`src/hdl/renkon_pkg.sv`:
```
`default_nettype none

package renkon_pkg;

  // Datapath widths
  localparam int DWIDTH    = 16;
  localparam int DWIDTHLOG = 4;

  // Frame geometry, line buffers are sized from these
  localparam int IMG_W    = 8;
  localparam int IMG_H    = 8;
  localparam int COL_BITS = $clog2(IMG_W);
  localparam int ROW_BITS = $clog2(IMG_H);

  localparam int TAPS = 9;          // 3x3 window

  // Pixel strobe to output strobe, window + tree + activation
  localparam int CONV_LATENCY = 6;

  // Signed saturation limits
  localparam logic signed [DWIDTH-1:0] DATA_MAX = {1'b0, {(DWIDTH-1){1'b1}}};
  localparam logic signed [DWIDTH-1:0] DATA_MIN = {1'b1, {(DWIDTH-1){1'b0}}};

  typedef enum logic {
    ACT_NONE = 1'b0,
    ACT_RELU = 1'b1
  } act_op_e;

  typedef enum logic {
    WIN_IDLE   = 1'b0,
    WIN_STREAM = 1'b1
  } win_state_e;

  // Weights first so the address doubles as the tap index
  typedef enum logic [3:0] {
    CFG_W0, CFG_W1, CFG_W2, CFG_W3, CFG_W4, CFG_W5, CFG_W6, CFG_W7, CFG_W8,
    CFG_BIAS,
    CFG_QBITS,
    CFG_ACT
  } cfg_addr_e;

endpackage

`default_nettype wire

```
`src/hdl/renkon_activate.sv`:
```
`default_nettype none

module renkon_activate (
  input  wire logic                                 clk,
  input  wire logic                                 xrst,
  input  wire logic                                 fmap_valid,
  input  wire logic signed [renkon_pkg::DWIDTH-1:0] fmap,
  input  wire logic signed [renkon_pkg::DWIDTH-1:0] bias,
  input  wire renkon_pkg::act_op_e                  act_op,
  output      logic                                 out_valid,
  output      logic signed [renkon_pkg::DWIDTH-1:0] out_data
);

  localparam int DW = renkon_pkg::DWIDTH;

  logic signed [DW:0]   sum_wide;  // One guard bit
  logic signed [DW-1:0] sat;
  logic signed [DW-1:0] act;
  logic                 out_valid_q;
  logic signed [DW-1:0] out_data_q;

  assign sum_wide = {fmap[DW-1], fmap} + {bias[DW-1], bias};

  // Guard bit disagrees with sign bit on overflow
  always_comb begin
    if (sum_wide[DW] != sum_wide[DW-1]) begin
      sat = sum_wide[DW] ? renkon_pkg::DATA_MIN : renkon_pkg::DATA_MAX;
    end else begin
      sat = sum_wide[DW-1:0];
    end
  end

  always_comb begin
    if (act_op == renkon_pkg::ACT_RELU && sat[DW-1]) begin
      act = '0;
    end else begin
      act = sat;
    end
  end

  always_ff @(posedge clk) begin
    if (!xrst) begin
      out_valid_q <= 1'b0;
      out_data_q  <= '0;
    end else begin
      out_valid_q <= fmap_valid;
      out_data_q  <= act;
    end
  end

  assign out_valid = out_valid_q;
  assign out_data  = out_data_q;

endmodule

`default_nettype wire

```
`config.mk`:
```
export PLATFORM = sky130hd
export DESIGN_NAME = renkon_activate
export DESIGN_NICKNAME = d
export VERILOG_FILES = /design/src/hdl/renkon_pkg.sv /design/src/hdl/renkon_activate.sv
export SDC_FILE = /design/constraint.sdc
export NUM_CORES = 1
export LEC_CHECK = 0
export ABC_AREA = 1
export BUFFER_PORTS_ARGS = -buffer_cell sky130_fd_sc_hd__buf_4
export CAP_MARGIN = 10
export CELL_PAD_IN_SITES_DETAIL_PLACEMENT = 0
export CELL_PAD_IN_SITES_GLOBAL_PLACEMENT = 2
export CORE_MARGIN = 2
export CORE_UTILIZATION = 29
export CTS_CLUSTER_SIZE = 20
export DETAILED_ROUTE_END_ITERATION = 16
export GPL_TIMING_DRIVEN = 0
export PLACE_DENSITY_LB_ADDON = 0.1
export SETUP_SLACK_MARGIN = 0.15
export SKIP_LAST_GASP = 1
export SLEW_MARGIN = 25
export SYNTH_ARGS = -nofsm -noshare
export SYNTH_HDL_FRONTEND = slang
export SYNTH_SLANG_ARGS = --single-unit
```
`constraint.sdc`:
```
create_clock -name clk -period 3.6 [get_ports clk]
set_input_delay 0.18 -clock clk [delete_from_list [all_inputs] [get_ports clk]]
set_output_delay 0.18 -clock clk [all_outputs]
set_load 0.01 [all_outputs]
```
==> flow_results.xml <==
<?xml version="1.0" encoding="UTF-8"?>
<metrics>
  <group name="place">
    <metric name="placed_wire_length_estimate_after_detailed_placement" unit="mm">3.437</metric>
    <metric name="post-place-ws" unit="ps">1422</metric>
    <metric name="port_buffers" unit="">52</metric>
    <metric name="globalplace.congestion" unit="">0.7805</metric>
  </group>
  <group name="sta">
    <metric name="final_min_period_over_clock_period" unit="%">52.82</metric>
    <metric name="worst_rel_slew_slack" unit="%">81.09</metric>
    <metric name="rsz0062_at_grt" unit="">false</metric>
    <metric name="fmaxAchievable" unit="MHz">525.9</metric>
    <metric name="timing.final.crit_period" unit="ps">1901</metric>
    <metric name="final_setup_violation_count" unit="">0</metric>
    <metric name="final-max-slew-violation-count" unit="">0</metric>
    <metric name="finalSetupTns" unit="ps">0</metric>
    <metric name="worst_pin_slew" unit="ps">282.7</metric>
    <metric name="final_number_of_hold_violating_endpoints" unit="">0</metric>
    <metric name="final.setup.worst_slack" unit="ps">1699</metric>
  </group>
  <group name="grt">
    <metric name="grt_pass1_wl" unit="mm">6.624</metric>
    <metric name="groute.usage.overall" unit="%">12.83</metric>
    <metric name="grt-ovfl-total" unit="">0</metric>
    <metric name="grt.busiest_layer" unit="">met2</metric>
    <metric name="groute.layer.met1.usage" unit="%">17.99</metric>
    <metric name="number_of_global_route_vias_before_repair" unit="">1449</metric>
    <metric name="grt_use_met2" unit="%">20.50</metric>
    <metric name="antenna_found_initial" unit="">0</metric>
    <metric name="grt_max_degree" unit="">12</metric>
    <metric name="grt_util_met3" unit="%">1.348</metric>
  </group>
  <group name="logic_synthesis">
    <metric name="syn-cell-area" unit="um^2">1679</metric>
    <metric name="synth_warnings" unit="">0</metric>
    <metric name="post-synth-top-area-fraction" unit="%">20.27</metric>
    <metric name="ys_seq_area_share" unit="%">20.27</metric>
    <metric name="synth_top_area_cell" unit="">sky130_fd_sc_hd__dfxtp_1</metric>
    <metric name="syn_area_per_cell" unit="um^2">7.026</metric>
    <metric name="mappedNetlistNets" unit="">292</metric>
    <metric name="postSynthRegisterBits" unit="">17</metric>
    <metric name="synth_cell_type_count" unit="">25</metric>
    <metric name="netlist_instances" unit="">239</metric>
    <metric name="synth_top_cells_by_area" unit="">sky130_fd_sc_hd__dfxtp_1 20%, sky130_fd_sc_hd__nand2_1 16%, sky130_fd_sc_hd__ha_1 12%, sky130_fd_sc_hd__inv_1 7.6%, sky130_fd_sc_hd__a21oi_2 7.3%</metric>
  </group>
  <group name="clocking">
    <metric name="cts_root_buffer_type" unit="">sky130_fd_sc_hd__clkbuf_8</metric>
    <metric name="cts_made_buffers" unit="">3</metric>
    <metric name="clock_tree.buffer_depth" unit="">2</metric>
    <metric name="cts-hold-fix-buffers" unit="">0</metric>
    <metric name="clk_transition_reported_paths" unit="ps">60</metric>
    <metric name="cts_repair_resize_count" unit="">0</metric>
    <metric name="tritoncts" unit="">yes</metric>
    <metric name="cts_num_sinks" unit="">17</metric>
    <metric name="post-cts-setup-buffers" unit="">0</metric>
    <metric name="ctsHtreeMaxLevel" unit="">1</metric>
  </group>
  <group name="detailed_routing">
    <metric name="totalWireLength" unit="mm">3.884</metric>
    <metric name="drt-vias-per-instance" unit="">4.204</metric>
    <metric name="route.detailed.wl_per_inst" unit="um">10.58</metric>
    <metric name="vias" unit="">1543</metric>
    <metric name="firstDrtPassIters" unit="">4</metric>
    <metric name="drt_drc_violations_left" unit="">0</metric>
    <metric name="drtIter0Drc" unit="">27</metric>
    <metric name="detail-route-antenna-nets" unit="">0</metric>
  </group>
  <group name="finish">
    <metric name="nNetsFinal" unit="">349</metric>
    <metric name="mostFrequentLayoutCells" unit="">70 x sky130_fd_sc_hd__nand2_1, 52 x sky130_fd_sc_hd__buf_4, 34 x sky130_fd_sc_hd__inv_1, 17 x sky130_fd_sc_hd__dfxtp_1, 16 x sky130_fd_sc_hd__ha_1</metric>
    <metric name="post_route_cells_drive_above_1_share" unit="%">34.92</metric>
    <metric name="diodes" unit="">0</metric>
    <metric name="layout_commonest_cell" unit="">sky130_fd_sc_hd__nand2_1</metric>
    <metric name="synthToLayoutAreaGrowth" unit="%">31.52</metric>
    <metric name="utilization" unit="%">39.86</metric>
  </group>
  <group name="floorplan">
    <metric name="design.core.area" unit="um^2">5540</metric>
    <metric name="dieWidth" unit="um">80.09</metric>
    <metric name="effective_utilization_at_floorplan" unit="%">30.31</metric>
    <metric name="row_count" unit="">27</metric>
    <metric name="die_area" unit="um^2">6414</metric>
    <metric name="design.portCount" unit="">53</metric>
    <metric name="chipHeight" unit="um">80.09</metric>
  </group>
  <group name="critical_path">
    <metric name="critical_path_class" unit="">in -&gt; reg</metric>
    <metric name="crit_fanout" unit="">10</metric>
    <metric name="startpoint_type" unit="">input pin</metric>
    <metric name="worst_ep_arrival_time" unit="ps">2040</metric>
    <metric name="critical_path.endpoint_type" unit="">register</metric>
    <metric name="worst_ep_required_time" unit="ps">3740</metric>
  </group>
  <group name="power_and_ir_drop">
    <metric name="finalPower" unit="uW">756.5</metric>
    <metric name="total_leakage_power" unit="nW">1.226</metric>
    <metric name="power.ir.vdd_worst" unit="V">0.0001831</metric>
    <metric name="power_density" unit="nW/um^2">342.5</metric>
  </group>
  <group name="worst_hold_path">
    <metric name="min_path_type" unit="">in -&gt; reg</metric>
  </group>
  <group name="job">
    <metric name="cap_violations" unit="">0</metric>
  </group>
  <group name="outcome">
    <metric name="outcome" unit="">complete, no violations</metric>
  </group>
</metrics>
metal layers:
layer  part of all wire, %  wire length (um)  up-vias
li1                      -                 -      863
met1                    50              1952      641
met2                    44              1695       35
met3                   5.2               203        4
met4                  0.82                32        0
met5                     0                 0        -
sequential cells by signal, summed over array words and instances, names as in the netlist:
signal / count
out_valid: 1
out_data: 16
critical path, stage by stage:
cell	delay, ps
sky130_fd_sc_hd__buf_4	80
sky130_fd_sc_hd__ha_1	160
sky130_fd_sc_hd__inv_1	60
sky130_fd_sc_hd__fa_1	410
sky130_fd_sc_hd__inv_1	70
sky130_fd_sc_hd__nand2_1	50
sky130_fd_sc_hd__nand2_1	110
sky130_fd_sc_hd__nand3_1	100
sky130_fd_sc_hd__nand2_2	120
sky130_fd_sc_hd__nand2_2	90
sky130_fd_sc_hd__nand2_2	90
sky130_fd_sc_hd__nand2_2	80
sky130_fd_sc_hd__nand2_4	80
sky130_fd_sc_hd__nand2_4	80
sky130_fd_sc_hd__buf_12	160
sky130_fd_sc_hd__nand4_1	70
sky130_fd_sc_hd__nand2_1	50
cell families after synthesis:
family,count (synthesis),synth area share (%)
AND/OR/NAND/NOR,130,39.20
buffers and inverters,39,10.58
AO/OA/AOI/OAI,27,12.15
adder cells (fa/ha/maj),17,13.11
flip-flops,17,20.27
XOR/XNOR,9,4.695
cell usage after synthesis:
library cell,number
sky130_fd_sc_hd__nand2_1,70
sky130_fd_sc_hd__inv_1,34
sky130_fd_sc_hd__dfxtp_1,17
sky130_fd_sc_hd__ha_1,16
sky130_fd_sc_hd__a21oi_2,14
sky130_fd_sc_hd__nor2_1,14
sky130_fd_sc_hd__nand2_2,12
sky130_fd_sc_hd__nand3_1,12
sky130_fd_sc_hd__a21oi_1,10
sky130_fd_sc_hd__nand2_4,10
sky130_fd_sc_hd__xor2_1,7
sky130_fd_sc_hd__nand3_2,3
sky130_fd_sc_hd__nand4_1,3
sky130_fd_sc_hd__buf_6,2
sky130_fd_sc_hd__inv_2,2
sky130_fd_sc_hd__o21bai_1,2
sky130_fd_sc_hd__or2_1,2
sky130_fd_sc_hd__xnor2_1,2
sky130_fd_sc_hd__a21oi_4,1
sky130_fd_sc_hd__and2_1,1
sky130_fd_sc_hd__buf_12,1
sky130_fd_sc_hd__fa_1,1
sky130_fd_sc_hd__nand4_2,1
sky130_fd_sc_hd__nor3_1,1
sky130_fd_sc_hd__nor3_2,1
cell type report:
cell class	count	area, um^2
Buffer	3	42.54
Multi-Input combinational cell	183	1161
Inverter	36	135.1
Sequential cell	17	340.3
Tap cell	72	90.09
Clock inverter	1	7.507
Clock buffer	3	41.29
Timing Repair Buffer	52	390.4
Fill cell	637	3332
per-stage QoR:
stage / instances / hold WS, ps / cell area, um^2
finish: 367 / 118.7 / 2208
global route: 367 / 124.7 / 2208
CTS: 367 / 118.9 / 2208
detailed placement: 363 / 373.7 / 2160
global placement: 363 / 367.8 / 2160
floorplan: 239 / 273.5 / 1679
power by group:
group          internal, mW  switching (mW)  total [mW]
Combinational         0.173           0.217       0.390
Sequential            0.218         0.00769       0.226
Clock                0.0777          0.0632       0.141
Total                 0.468           0.288       0.756
final timing paths:
path,slack (ps),depth (start not counted),to,from
worst max-delay path,1700,17,out_data[14],fmap[0]
worst min-delay path,120,3,out_valid,fmap_valid
(Power assumes the default switching activity.)
