**src/hdl/renkon_pkg.sv**
```systemverilog
`default_nettype none

package renkon_pkg;

  // Datapath widths
  localparam int DWIDTH    = 16;
  localparam int DWIDTHLOG = 4;

  // Frame geometry, line buffers are sized from these
  localparam int IMG_W    = 8;
  localparam int IMG_H    = 8;
  localparam int COL_BITS = $clog2(IMG_W);
  localparam int ROW_BITS = $clog2(IMG_H);

  localparam int TAPS = 9;          // 3x3 window

  // Pixel strobe to output strobe, window + tree + activation
  localparam int CONV_LATENCY = 6;

  // Signed saturation limits
  localparam logic signed [DWIDTH-1:0] DATA_MAX = {1'b0, {(DWIDTH-1){1'b1}}};
  localparam logic signed [DWIDTH-1:0] DATA_MIN = {1'b1, {(DWIDTH-1){1'b0}}};

  typedef enum logic {
    ACT_NONE = 1'b0,
    ACT_RELU = 1'b1
  } act_op_e;

  typedef enum logic {
    WIN_IDLE   = 1'b0,
    WIN_STREAM = 1'b1
  } win_state_e;

  // Weights first so the address doubles as the tap index
  typedef enum logic [3:0] {
    CFG_W0, CFG_W1, CFG_W2, CFG_W3, CFG_W4, CFG_W5, CFG_W6, CFG_W7, CFG_W8,
    CFG_BIAS,
    CFG_QBITS,
    CFG_ACT
  } cfg_addr_e;

endpackage

`default_nettype wire

```
**src/hdl/renkon_window_if.sv**
```systemverilog
`default_nettype none

// One 3x3 window with its kernel, handed from decode to execute
interface renkon_window_if;

  logic                                  win_valid;  // Single-cycle strobe
  logic signed [renkon_pkg::DWIDTH-1:0]  pixel  [renkon_pkg::TAPS];
  logic signed [renkon_pkg::DWIDTH-1:0]  weight [renkon_pkg::TAPS];
  logic        [renkon_pkg::DWIDTHLOG-1:0] qbits;

  modport decode (
    output win_valid,
    output pixel,
    output weight,
    output qbits
  );

  modport execute (
    input win_valid,
    input pixel,
    input weight,
    input qbits
  );

endinterface

`default_nettype wire

```
**src/hdl/renkon_window.sv**
```systemverilog
`default_nettype none

module renkon_window (
  input  wire logic                                clk,
  input  wire logic                                xrst,
  input  wire logic                                cfg_we,
  input  wire renkon_pkg::cfg_addr_e               cfg_addr,
  input  wire logic signed [renkon_pkg::DWIDTH-1:0] cfg_data,
  input  wire logic                                frame_start,
  input  wire logic                                pixel_valid,
  input  wire logic signed [renkon_pkg::DWIDTH-1:0] pixel_in,
  renkon_window_if.decode                          win,
  output      logic signed [renkon_pkg::DWIDTH-1:0] bias,
  output      renkon_pkg::act_op_e                 act_op
);

  // Configuration registers
  logic signed [renkon_pkg::DWIDTH-1:0]    weight_q [renkon_pkg::TAPS];
  logic signed [renkon_pkg::DWIDTH-1:0]    bias_q;
  logic        [renkon_pkg::DWIDTHLOG-1:0] qbits_q;
  renkon_pkg::act_op_e                     act_q;

  // Two previous rows, lb1 is the older one
  logic signed [renkon_pkg::DWIDTH-1:0] lb0 [renkon_pkg::IMG_W];
  logic signed [renkon_pkg::DWIDTH-1:0] lb1 [renkon_pkg::IMG_W];

  logic signed [renkon_pkg::DWIDTH-1:0] tap_q   [renkon_pkg::TAPS];
  logic signed [renkon_pkg::DWIDTH-1:0] new_col [3];

  renkon_pkg::win_state_e                state_q;
  logic [renkon_pkg::COL_BITS-1:0]       col_q;
  logic [renkon_pkg::ROW_BITS-1:0]       row_q;
  logic                                  accept;
  logic                                  last_col;
  logic                                  last_row;
  logic                                  win_valid_q;

  always_ff @(posedge clk) begin
    if (!xrst) begin
      for (int i = 0; i < renkon_pkg::TAPS; i++) begin
        weight_q[i] <= '0;
      end
      bias_q  <= '0;
      qbits_q <= '0;
      act_q   <= renkon_pkg::ACT_NONE;
    end else if (cfg_we) begin
      case (cfg_addr)
        renkon_pkg::CFG_BIAS:  bias_q  <= cfg_data;
        renkon_pkg::CFG_QBITS: qbits_q <= cfg_data[renkon_pkg::DWIDTHLOG-1:0];
        renkon_pkg::CFG_ACT:   act_q   <= renkon_pkg::act_op_e'(cfg_data[0]);
        default: begin
          if (cfg_addr <= renkon_pkg::CFG_W8) begin
            weight_q[cfg_addr] <= cfg_data;  // Address is the tap index
          end
        end
      endcase
    end
  end

  assign accept   = pixel_valid && (state_q == renkon_pkg::WIN_STREAM);
  assign last_col = (col_q == renkon_pkg::COL_BITS'(renkon_pkg::IMG_W - 1));
  assign last_row = (row_q == renkon_pkg::ROW_BITS'(renkon_pkg::IMG_H - 1));

  // Frame position, frame_start restarts even mid-frame
  always_ff @(posedge clk) begin
    if (!xrst) begin
      state_q <= renkon_pkg::WIN_IDLE;
      col_q   <= '0;
      row_q   <= '0;
    end else if (frame_start) begin
      state_q <= renkon_pkg::WIN_STREAM;
      col_q   <= '0;
      row_q   <= '0;
    end else if (accept) begin
      if (last_col) begin
        col_q <= '0;
        if (last_row) begin
          row_q   <= '0;
          state_q <= renkon_pkg::WIN_IDLE;  // Frame done
        end else begin
          row_q <= row_q + 1'b1;
        end
      end else begin
        col_q <= col_q + 1'b1;
      end
    end
  end

  // Column entering the window, top to bottom
  assign new_col[0] = lb1[col_q];
  assign new_col[1] = lb0[col_q];
  assign new_col[2] = pixel_in;

  always_ff @(posedge clk) begin
    if (accept) begin
      lb1[col_q] <= lb0[col_q];
      lb0[col_q] <= pixel_in;
    end
  end

  // Shift left by one column per pixel
  always_ff @(posedge clk) begin
    if (!xrst) begin
      for (int i = 0; i < renkon_pkg::TAPS; i++) begin
        tap_q[i] <= '0;
      end
      win_valid_q <= 1'b0;
    end else begin
      if (accept) begin
        for (int r = 0; r < 3; r++) begin
          tap_q[3*r]     <= tap_q[3*r+1];
          tap_q[3*r+1]   <= tap_q[3*r+2];
          tap_q[3*r+2]   <= new_col[r];
        end
      end
      win_valid_q <= accept && (row_q >= 2) && (col_q >= 2);  // Full window only
    end
  end

  for (genvar i = 0; i < renkon_pkg::TAPS; i++) begin : g_lane
    assign win.pixel[i]  = tap_q[i];
    assign win.weight[i] = weight_q[i];
  end

  assign win.win_valid = win_valid_q;
  assign win.qbits     = qbits_q;
  assign bias          = bias_q;
  assign act_op        = act_q;

endmodule

`default_nettype wire

```
**src/flat_wrapper.sv**
```systemverilog
// flat-port wrapper written by rule: the top's interface ports become plain ports
module renkon_window_flat 
  (clk, xrst, cfg_we, cfg_addr, cfg_data, frame_start, pixel_valid, pixel_in, bias, act_op, win_win_valid, win_pixel, win_weight, win_qbits);
  renkon_window_if win_i ();
  input  wire logic clk;
  input  wire logic xrst;
  input  wire logic cfg_we;
  input  wire renkon_pkg::cfg_addr_e cfg_addr;
  input  wire logic signed [renkon_pkg::DWIDTH-1:0] cfg_data;
  input  wire logic frame_start;
  input  wire logic pixel_valid;
  input  wire logic signed [renkon_pkg::DWIDTH-1:0] pixel_in;
  output      logic signed [renkon_pkg::DWIDTH-1:0] bias;
  output      renkon_pkg::act_op_e act_op;
  output wire logic [$bits(win_i.win_valid)-1:0] win_win_valid;
  output wire logic [$bits(win_i.pixel)-1:0] win_pixel;
  output wire logic [$bits(win_i.weight)-1:0] win_weight;
  output wire logic [$bits(win_i.qbits)-1:0] win_qbits;
  assign win_win_valid = win_i.win_valid;
  assign win_pixel = {>>{win_i.pixel}};
  assign win_weight = {>>{win_i.weight}};
  assign win_qbits = win_i.qbits;
  renkon_window u_core (.clk(clk), .xrst(xrst), .cfg_we(cfg_we), .cfg_addr(cfg_addr), .cfg_data(cfg_data), .frame_start(frame_start), .pixel_valid(pixel_valid), .pixel_in(pixel_in), .win(win_i), .bias(bias), .act_op(act_op));
endmodule
```
**config.mk**
```make
export PLATFORM = sky130hd
export DESIGN_NAME = renkon_window_flat
export DESIGN_NICKNAME = d
export VERILOG_FILES = /design/src/hdl/renkon_pkg.sv /design/src/hdl/renkon_window_if.sv /design/src/hdl/renkon_window.sv /design/src/flat_wrapper.sv
export SDC_FILE = /design/constraint.sdc
export NUM_CORES = 1
export LEC_CHECK = 0
export BUFFER_PORTS_ARGS = -buffer_cell sky130_fd_sc_hd__buf_2
export CAP_MARGIN = 10
export CORE_MARGIN = 8
export CORE_UTILIZATION = 49
export CTS_CLUSTER_SIZE = 10
export DETAILED_ROUTE_END_ITERATION = 10
export MAX_ROUTING_LAYER = met4
export PLACE_DENSITY = 0.81
export REMOVE_ABC_BUFFERS = 1
export SYNTH_ARGS = -nofsm -noshare
export SYNTH_HDL_FRONTEND = slang
export SYNTH_SLANG_ARGS = --single-unit
```
**constraint.sdc**
```tcl
create_clock -name clk -period 11.6 [get_ports clk]
set_input_delay 0.58 -clock clk [delete_from_list [all_inputs] [get_ports clk]]
set_output_delay 0.58 -clock clk [all_outputs]
set_load 0.01 [all_outputs]
```
==> out/qor.json, run 1 <==
{
  "outcome": {"value": "completed"},
  "number_of_i_o_pins": {"value": 351},
  "synth.ff_latch_count": {"value": 576},
  "syn_inst": {"value": 1294},
  "layout-drive-gt1-share": {"value": 0.333},
  "hold_path_class": {"value": "in -> reg"},
  "power_density": {"value": 171, "unit": "nW/µm²"},
  "fp.coreArea": {"value": 44300, "unit": "µm²"},
  "flow.area_growth_from_synthesis": {"value": 19.2, "unit": "%"},
  "number_of_drc_markers_in_iteration_0": {"value": 1213},
  "synth_top_area_frac": {"value": 0.741},
  "fmax": {"value": 0.312, "unit": "GHz"},
  "tightest_slew": {"value": 1.24, "unit": "ns"},
  "synth-edff-count": {"value": 544},
  "dieWidth": {"value": 228, "unit": "µm"},
  "grt-ovfl-total": {"value": 0},
  "timing_hold_violations_final": {"value": 0},
  "power.static_leakage": {"value": 9.67, "unit": "nW"},
  "timing.final.max_slew_violations": {"value": 0},
  "vias_per_cell": {"value": 5.58},
  "synth_area_per_cell": {"value": 17.0, "unit": "µm²"},
  "finish.net_count": {"value": 1704},
  "cts_post_setup_buffers_inserted": {"value": 0},
  "ys.flop_type": {"value": "sky130_fd_sc_hd__edfxtp_1"},
  "clock_sinks": {"value": 576},
  "die_area": {"value": 52100, "unit": "µm²"},
  "place.gp.congestion": {"value": 0.811},
  "detail_route.wl_per_cell": {"value": 23.3, "unit": "µm"},
  "required": {"value": 11.87, "unit": "ns"},
  "clock_transition_at_the_registers_of_the_reported_paths": {"value": 0.05, "unit": "ns"},
  "synthesis.area": {"value": 22100, "unit": "µm²"},
  "clk_root_buffer_cell": {"value": "sky130_fd_sc_hd__clkbuf_16"},
  "critPathMaxFanout": {"value": 70},
  "seq_area_frac_synth": {"value": 0.770},
  "grt_usage": {"value": 0.201},
  "grt_setup_unrepaired": {"value": "false"},
  "clk_path_buf_depth": {"value": 3},
  "die_height": {"value": 228, "unit": "µm"},
  "yosysTopAreaCell": {"value": "sky130_fd_sc_hd__edfxtp_1"},
  "first_global_vias": {"value": 12800},
  "cts_htree_levels": {"value": 3},
  "finalCritPeriodShare": {"value": 0.276},
  "final_util": {"value": 0.593},
  "dpl.hpwl": {"value": 33200, "unit": "µm"},
  "synth.top_cells.by_area": {"value": "sky130_fd_sc_hd__edfxtp_1 (74%), sky130_fd_sc_hd__and2_1 (7.3%), sky130_fd_sc_hd__mux2_2 (4.0%)"},
  "slew_headroom": {"value": 0.169},
  "floorplan.initialDensity": {"value": 0.498},
  "synthDistinctLibCells": {"value": 45},
  "synth.top_cells.by_count": {"value": "sky130_fd_sc_hd__edfxtp_1 (544), sky130_fd_sc_hd__and2_1 (257), sky130_fd_sc_hd__mux2_2 (79)"},
  "max_cap_violations": {"value": 0},
  "post_cts_resize_count": {"value": 0},
  "timing.final.setup_violations": {"value": 0},
  "clk_latency": {"value": 0.59, "unit": "ns"},
  "path_class": {"value": "reg -> reg"},
  "clock_skew": {"value": 0.0224, "unit": "ns"},
  "fillers": {"value": 3199},
  "synth-warning-count": {"value": 0},
  "dr.pass1.iters": {"value": 6},
  "post-route-min-period": {"value": 3.20, "unit": "ns"},
  "worst-endpoint-arrival": {"value": 3.47, "unit": "ns"},
  "grt_antenna_before_repair": {"value": 1},
  "tritoncts.num_buffers": {"value": 68},
  "ir_worst_vdd": {"value": 122, "unit": "µV"},
  "count_of_inserted_antenna_diode_cells": {"value": 0},
  "final_antenna_net_count": {"value": 0},
  "drt_wl_total": {"value": 53000, "unit": "µm"},
  "timing.setup.tns": {"value": 0, "unit": "ns"},
  "row_count": {"value": 77},
  "asyncSetResetFlopFracSynth": {"value": 0},
  "ctsHoldBuffers": {"value": 0},
  "vias": {"value": 12700},
  "most_common_cell_in_the_synthesized_netlist": {"value": "sky130_fd_sc_hd__edfxtp_1"},
  "tritoncts": {"value": "done"},
  "final_routed_drc_violation_total": {"value": 0},
  "place.port_buffers": {"value": 350},
  "setup.worst_path.start_class": {"value": "register"},
  "cp-end-kind": {"value": "register"},
  "grt_max_degree": {"value": 113},
  "grt_first_pass_wirelength": {"value": 78500, "unit": "µm"}
}
==> critical path, cell delays in order, from the launching register on <==
cell                       delay, ns
sky130_fd_sc_hd__dfxtp_2        0.31
sky130_fd_sc_hd__buf_4          0.66
sky130_fd_sc_hd__nand2b_1       0.85
sky130_fd_sc_hd__o22ai_1        0.26
sky130_fd_sc_hd__a211oi_1       0.75
==> area by class of cell <==
cell class,count,area [µm²],share of cell area
multi-input cells,642,4740,0.180
flip-flops and latches,576,17000,0.646
clock buffers,86,1800,0.0685
clock inverters,9,145,0.00552
repair buffers,368,1890,0.0717
inverters,2,7.51,0.000285
well taps,592,741,0.0282
==> logic make-up after synthesis <==
group,count (synthesis),synth area share
adder cells (fa/ha/maj),5,0.00284
buffers and inverters,76,0.0188
AO/OA/AOI/OAI,131,0.0412
AND/OR/NAND/NOR,383,0.106
flip-flops,576,0.770
multiplexers,123,0.0613
==> report_power, final <==
| part | internal [W] | leakage, nW | switching [W] | total (W) |
|---|---|---|---|---|
| combinational | 0.0000726 | 3.27 | 0.000150 | 0.000223 |
| sequential | 0.00235 | 5.46 | 0.0000325 | 0.00238 |
| clock | 0.00111 | 0.940 | 0.000788 | 0.00190 |
==> per-stage QoR <==
stage	cell area, µm²	hold slack, ns	total power [W]	setup slack (ns)	instances
after floorplan	21600	0.449	0.00252	7.29	1220
after global placement	24300	0.457	0.00264	8.52	2179
after detailed placement	24300	0.463	0.00265	8.41	2179
after CTS	26300	0.237	0.00454	8.47	2274
after global routing	26300	0.261	0.00463	8.30	2275
final	26300	0.260	0.00450	8.40	2275
==> state kept, by name (all words and copies together), names as in the netlist, named ones only <==
register and flops:
u_core.act_op 1, u_core.bias 16, u_core.col_q 3, u_core.lb0 128, u_core.lb1 128, u_core.row_q 3, u_core.state_q 1, u_core.tap_q 144
u_core.weight_q 144, u_core.win.qbits 4, u_core.win.win_valid 1
==> layer usage <==
layer	global-route usage	vias up	wire length, µm
li1	-	5564	-
met2	0.333	699	26500
met3	0.0493	115	4530
met1	0.242	6311	20700
met5	-	-	0
met4	0.0612	0	1260
==> path summary, 6_finish.rpt <==
kind | end | slack (ns) | cells past startpoint | start
max | u_core.lb1[4][4]$_DFFE_PP_ | 8.40 | 4 | register
min | u_core.state_q$_SDFFE_PN0P_ | 0.26 | 3 | frame_start
max reg2reg | u_core.lb1[4][4]$_DFFE_PP_ | 8.40 | 4 | register
min reg2reg | u_core.bias[15]$_SDFFE_PN0P_ | 0.47 | 2 | u_core.bias[15]$_SDFFE_PN0P_
==> placed cells by master (no fill, tap or decap), types with 12 or more instances in the layout <==
cell,n
sky130_fd_sc_hd__a211oi_1,12
sky130_fd_sc_hd__a21boi_1,17
sky130_fd_sc_hd__and2_1,257
sky130_fd_sc_hd__buf_2,350
sky130_fd_sc_hd__buf_4,18
sky130_fd_sc_hd__clkbuf_1,16
sky130_fd_sc_hd__clkbuf_16,69
sky130_fd_sc_hd__dfxtp_1,30
sky130_fd_sc_hd__edfxtp_1,544
sky130_fd_sc_hd__mux2_1,17
sky130_fd_sc_hd__mux2_2,79
sky130_fd_sc_hd__mux2i_1,27
sky130_fd_sc_hd__nand3_1,23
sky130_fd_sc_hd__nor2_1,18
sky130_fd_sc_hd__nor3_1,17
sky130_fd_sc_hd__nor3_2,14
sky130_fd_sc_hd__o21ai_0,21
sky130_fd_sc_hd__o22ai_1,48
Power figures use the tool's default switching activity.
==> run 2, diff against run 1 <==
--- a/config.mk
+++ b/config.mk
@@ -5,6 +5,7 @@
 export SDC_FILE = /design/constraint.sdc
 export NUM_CORES = 1
 export LEC_CHECK = 0
+export ABC_AREA = 1
 export BUFFER_PORTS_ARGS = -buffer_cell sky130_fd_sc_hd__buf_2
 export CAP_MARGIN = 10
 export CORE_MARGIN = 8
@@ -12,7 +13,7 @@
 export CTS_CLUSTER_SIZE = 10
 export DETAILED_ROUTE_END_ITERATION = 10
 export MAX_ROUTING_LAYER = met4
-export PLACE_DENSITY = 0.81
+export PLACE_DENSITY = 0.83
 export REMOVE_ABC_BUFFERS = 1
 export SYNTH_ARGS = -nofsm -noshare
 export SYNTH_HDL_FRONTEND = slang
==> constraint.sdc (replaced) <==
create_clock -name clk -period 2.9 [get_ports clk]
set_input_delay 0.145 -clock clk [delete_from_list [all_inputs] [get_ports clk]]
set_output_delay 0.145 -clock clk [all_outputs]
set_load 0.01 [all_outputs]
==> run 2 against run 1 <==
Net effect:
- combinational power grew to 4.9 times the previous value
- critical path depth grew 4
- total power grew to 4.1 times the previous value
- clock power grew to 4.1 times the previous value
- via count grew 22%
- synthesized cell count grew 52%
- largest power group unchanged
- cell count grew 32%
==> out/qor.json, run 2 <==
{
  "grt_max_degree": {"value": 145},
  "synth-edff-count": {"value": 544},
  "drt_wl_total": {"value": 58400, "unit": "µm"},
  "synth-warning-count": {"value": 0},
  "synthDistinctLibCells": {"value": 25},
  "finish.net_count": {"value": 2417},
  "dpl.hpwl": {"value": 36800, "unit": "µm"},
  "worst-endpoint-arrival": {"value": 2.64, "unit": "ns"},
  "slowest_delay": {"value": 0.55, "unit": "ns"},
  "tightest_slew": {"value": 0.862, "unit": "ns"},
  "dpl_cell_area": {"value": 25200, "unit": "µm²"},
  "clock_skew": {"value": 0.0294, "unit": "ns"},
  "max_cap_violations": {"value": 0},
  "finalCritPeriodShare": {"value": 0.751},
  "seq_area_frac_synth": {"value": 0.750},
  "timing.final.setup_violations": {"value": 0},
  "synth_top_area_frac": {"value": 0.721},
  "synth.ff_latch_count": {"value": 576},
  "die_area": {"value": 53300, "unit": "µm²"},
  "power_density": {"value": 670, "unit": "nW/µm²"},
  "path_class": {"value": "reg -> reg"},
  "timing_hold_violations_final": {"value": 0},
  "grt_antenna_before_repair": {"value": 0},
  "hold_path_class": {"value": "in -> reg"},
  "number_of_i_o_pins": {"value": 351},
  "slew_headroom": {"value": 0.425},
  "top_regs": {"value": "u_core.tap_q: 144 flops, u_core.weight_q: 144 flops"},
  "grt_first_pass_wirelength": {"value": 88700, "unit": "µm"},
  "synth_area_per_cell": {"value": 11.5, "unit": "µm²"},
  "vias_per_cell": {"value": 5.15},
  "clk_root_buffer_cell": {"value": "sky130_fd_sc_hd__clkbuf_16"},
  "clock_transition_at_the_registers_of_the_reported_paths": {"value": 0.06, "unit": "ns"},
  "layout-drive-gt1-share": {"value": 0.204},
  "startpoint": {"value": "u_core.col_q[1]$_SDFFE_PP0P_"},
  "yosysTopAreaCell": {"value": "sky130_fd_sc_hd__edfxtp_1"},
  "final_util": {"value": 0.606},
  "most_common_cell_in_the_synthesized_netlist": {"value": "sky130_fd_sc_hd__edfxtp_1"},
  "clk_path_buf_depth": {"value": 3},
  "tritoncts": {"value": "done"},
  "setup.worst_path.start_class": {"value": "register"},
  "asyncSetResetFlopFracSynth": {"value": 0},
  "syn_inst": {"value": 1963},
  "global_route.usage.met1": {"value": 0.247},
  "dr.pass1.iters": {"value": 5},
  "cts_htree_levels": {"value": 3},
  "regToRegStartpoint": {"value": "u_core.col_q[1]$_SDFFE_PP0P_"},
  "dieWidth": {"value": 231, "unit": "µm"},
  "flow.area_growth_from_synthesis": {"value": 21.8, "unit": "%"},
  "grt_setup_unrepaired": {"value": "false"},
  "grt-ovfl-total": {"value": 0},
  "final_antenna_net_count": {"value": 0},
  "grt_usage": {"value": 0.217},
  "outcome": {"value": "completed"},
  "ir_worst_vdd": {"value": 478, "unit": "µV"},
  "detail_route.wl_per_cell": {"value": 19.4, "unit": "µm"},
  "number_of_drc_markers_in_iteration_0": {"value": 1857},
  "post-route-min-period": {"value": 2.18, "unit": "ns"},
  "grtUsageMet3": {"value": 0.0481},
  "ys.flop_type": {"value": "sky130_fd_sc_hd__edfxtp_1"},
  "power.static_leakage": {"value": 11.9, "unit": "nW"},
  "final_common_cell": {"value": "sky130_fd_sc_hd__edfxtp_1"},
  "floorplan.initialDensity": {"value": 0.498},
  "place.gp.congestion": {"value": 0.817},
  "final_routed_drc_violation_total": {"value": 0},
  "timing.hold.worst.start": {"value": "cfg_addr[0]"},
  "tritoncts.num_buffers": {"value": 68},
  "fp.coreArea": {"value": 45500, "unit": "µm²"},
  "place.port_buffers": {"value": 350},
  "first_global_vias": {"value": 15700},
  "row_count": {"value": 78},
  "die_height": {"value": 231, "unit": "µm"},
  "synthesis.area": {"value": 22600, "unit": "µm²"},
  "synth.top_cells.by_area": {"value": "sky130_fd_sc_hd__edfxtp_1 (72%), sky130_fd_sc_hd__nor2_1 (6.5%), sky130_fd_sc_hd__inv_1 (5.8%)"},
  "dp_slack": {"value": 0.791, "unit": "ns"},
  "timing.final.max_slew_violations": {"value": 0},
  "grt_most_used_layer": {"value": "met2"},
  "use_met2": {"value": 0.371},
  "vias": {"value": 15500},
  "layout_setup_ws": {"value": 0.721, "unit": "ns"},
  "count_of_inserted_antenna_diode_cells": {"value": 0},
  "cp-end-kind": {"value": "register"},
  "slowest_library_cell_on_the_worst_path": {"value": "sky130_fd_sc_hd__dlygate4sd3_1"},
  "mostFrequentLayoutCells": {"value": "sky130_fd_sc_hd__edfxtp_1 (544), sky130_fd_sc_hd__nor2_1 (384), sky130_fd_sc_hd__inv_1 (350), sky130_fd_sc_hd__buf_2 (350), sky130_fd_sc_hd__nand2_1 (326)"},
  "clock_sinks": {"value": 576},
  "required": {"value": 3.36, "unit": "ns"},
  "fmax": {"value": 0.459, "unit": "GHz"},
  "post_cts_resize_count": {"value": 0},
  "critPathMaxFanout": {"value": 6},
  "timing.critical_path.cells": {"value": "ha_1 -> ha_1 -> inv_1 -> nor2_1 -> inv_1 -> o21ai_0 -> a21oi_1 -> dlygate4sd3_1"},
  "synth.top_cells.by_count": {"value": "sky130_fd_sc_hd__edfxtp_1 (544), sky130_fd_sc_hd__nor2_1 (392), sky130_fd_sc_hd__inv_1 (350)"},
  "postLayoutCellArea": {"value": 27600, "unit": "µm²"},
  "clk_latency": {"value": 0.59, "unit": "ns"}
}
-- run 2: cells by family (layout without fill, tap and decap cells) --
family / count (synthesis) / after routing / share of synthesized area
buffers and inverters: 453 / 900 / 0.0793
AO/OA/AOI/OAI: 48 / 48 / 0.0112
adder cells (fa/ha/maj): 5 / 5 / 0.00276
AND/OR/NAND/NOR: 881 / 881 / 0.157
flip-flops: 576 / 576 / 0.750
-- run 2: metrics by stage --
stage	instances	power [W]	setup TNS, ns	hold WS (ns)
after floorplan	1885	0.0102	-476.05	0.244
after global placement	2864	0.0107	0	0.416
after detailed placement	2864	0.0108	0	0.417
after CTS	3010	0.0186	0	0.00577
after global routing	3010	0.0190	0	0.0669
final	3010	0.0185	0	0.0562
-- run 2: path summary, 6_finish.rpt --
check	cells after the start	slack, ns	to
setup / recovery	8	0.72	u_core.state_q$_SDFFE_PN0P_
hold / removal	5	0.06	u_core.act_op$_SDFFE_PN0P_
setup reg to reg	8	0.72	u_core.state_q$_SDFFE_PN0P_
hold reg to reg	2	0.48	u_core.bias[8]$_SDFFE_PN0P_
-- run 2: repair_timing --
action                    4_1_cts  5_1_grt
setup buffers                   0        0
hold endpoints to repair      174        0
hold buffers                   37        0
-- run 2: worst max-delay path, delay by kind of cell (launching register included) --
family                     cells  cell delay [ns]
buffers and inverters          3             0.71
DFF                            1             0.43
adders and majority gates      2             0.34
and+or+nand+nor                1             0.31
AOI/OAI and AO/OA              2             0.25
-- run 2: cell type report --
type,count,area [µm²]
sequential,576,17000
fill,3336,17900
tap,600,751
timing repair buffer,416,2480
clock buffer,102,1880
multi-input combinational,934,3940
clock inverter,7,136
inverter,375,1410
-- run 2: per-layer routing --
metal | wire length (µm) | part of all wire | vias up
li1 | - | - | 7085
met3 | 5480 | 0.094 | 126
met1 | 21400 | 0.37 | 7398
met4 | 1860 | 0.032 | 0
met2 | 29700 | 0.51 | 885
met5 | 0 | 0 | -
-- run 2: power breakdown --
| part | switching, W | total, W | internal (W) | leakage [nW] |
|---|---|---|---|---|
| Sequential | 0.000123 | 0.00954 | 0.00941 | 5.46 |
| Clock | 0.00326 | 0.00785 | 0.00459 | 0.967 |
| Combinational | 0.000760 | 0.00110 | 0.000335 | 5.49 |
| Total | 0.00414 | 0.0185 | 0.0143 | 11.9 |
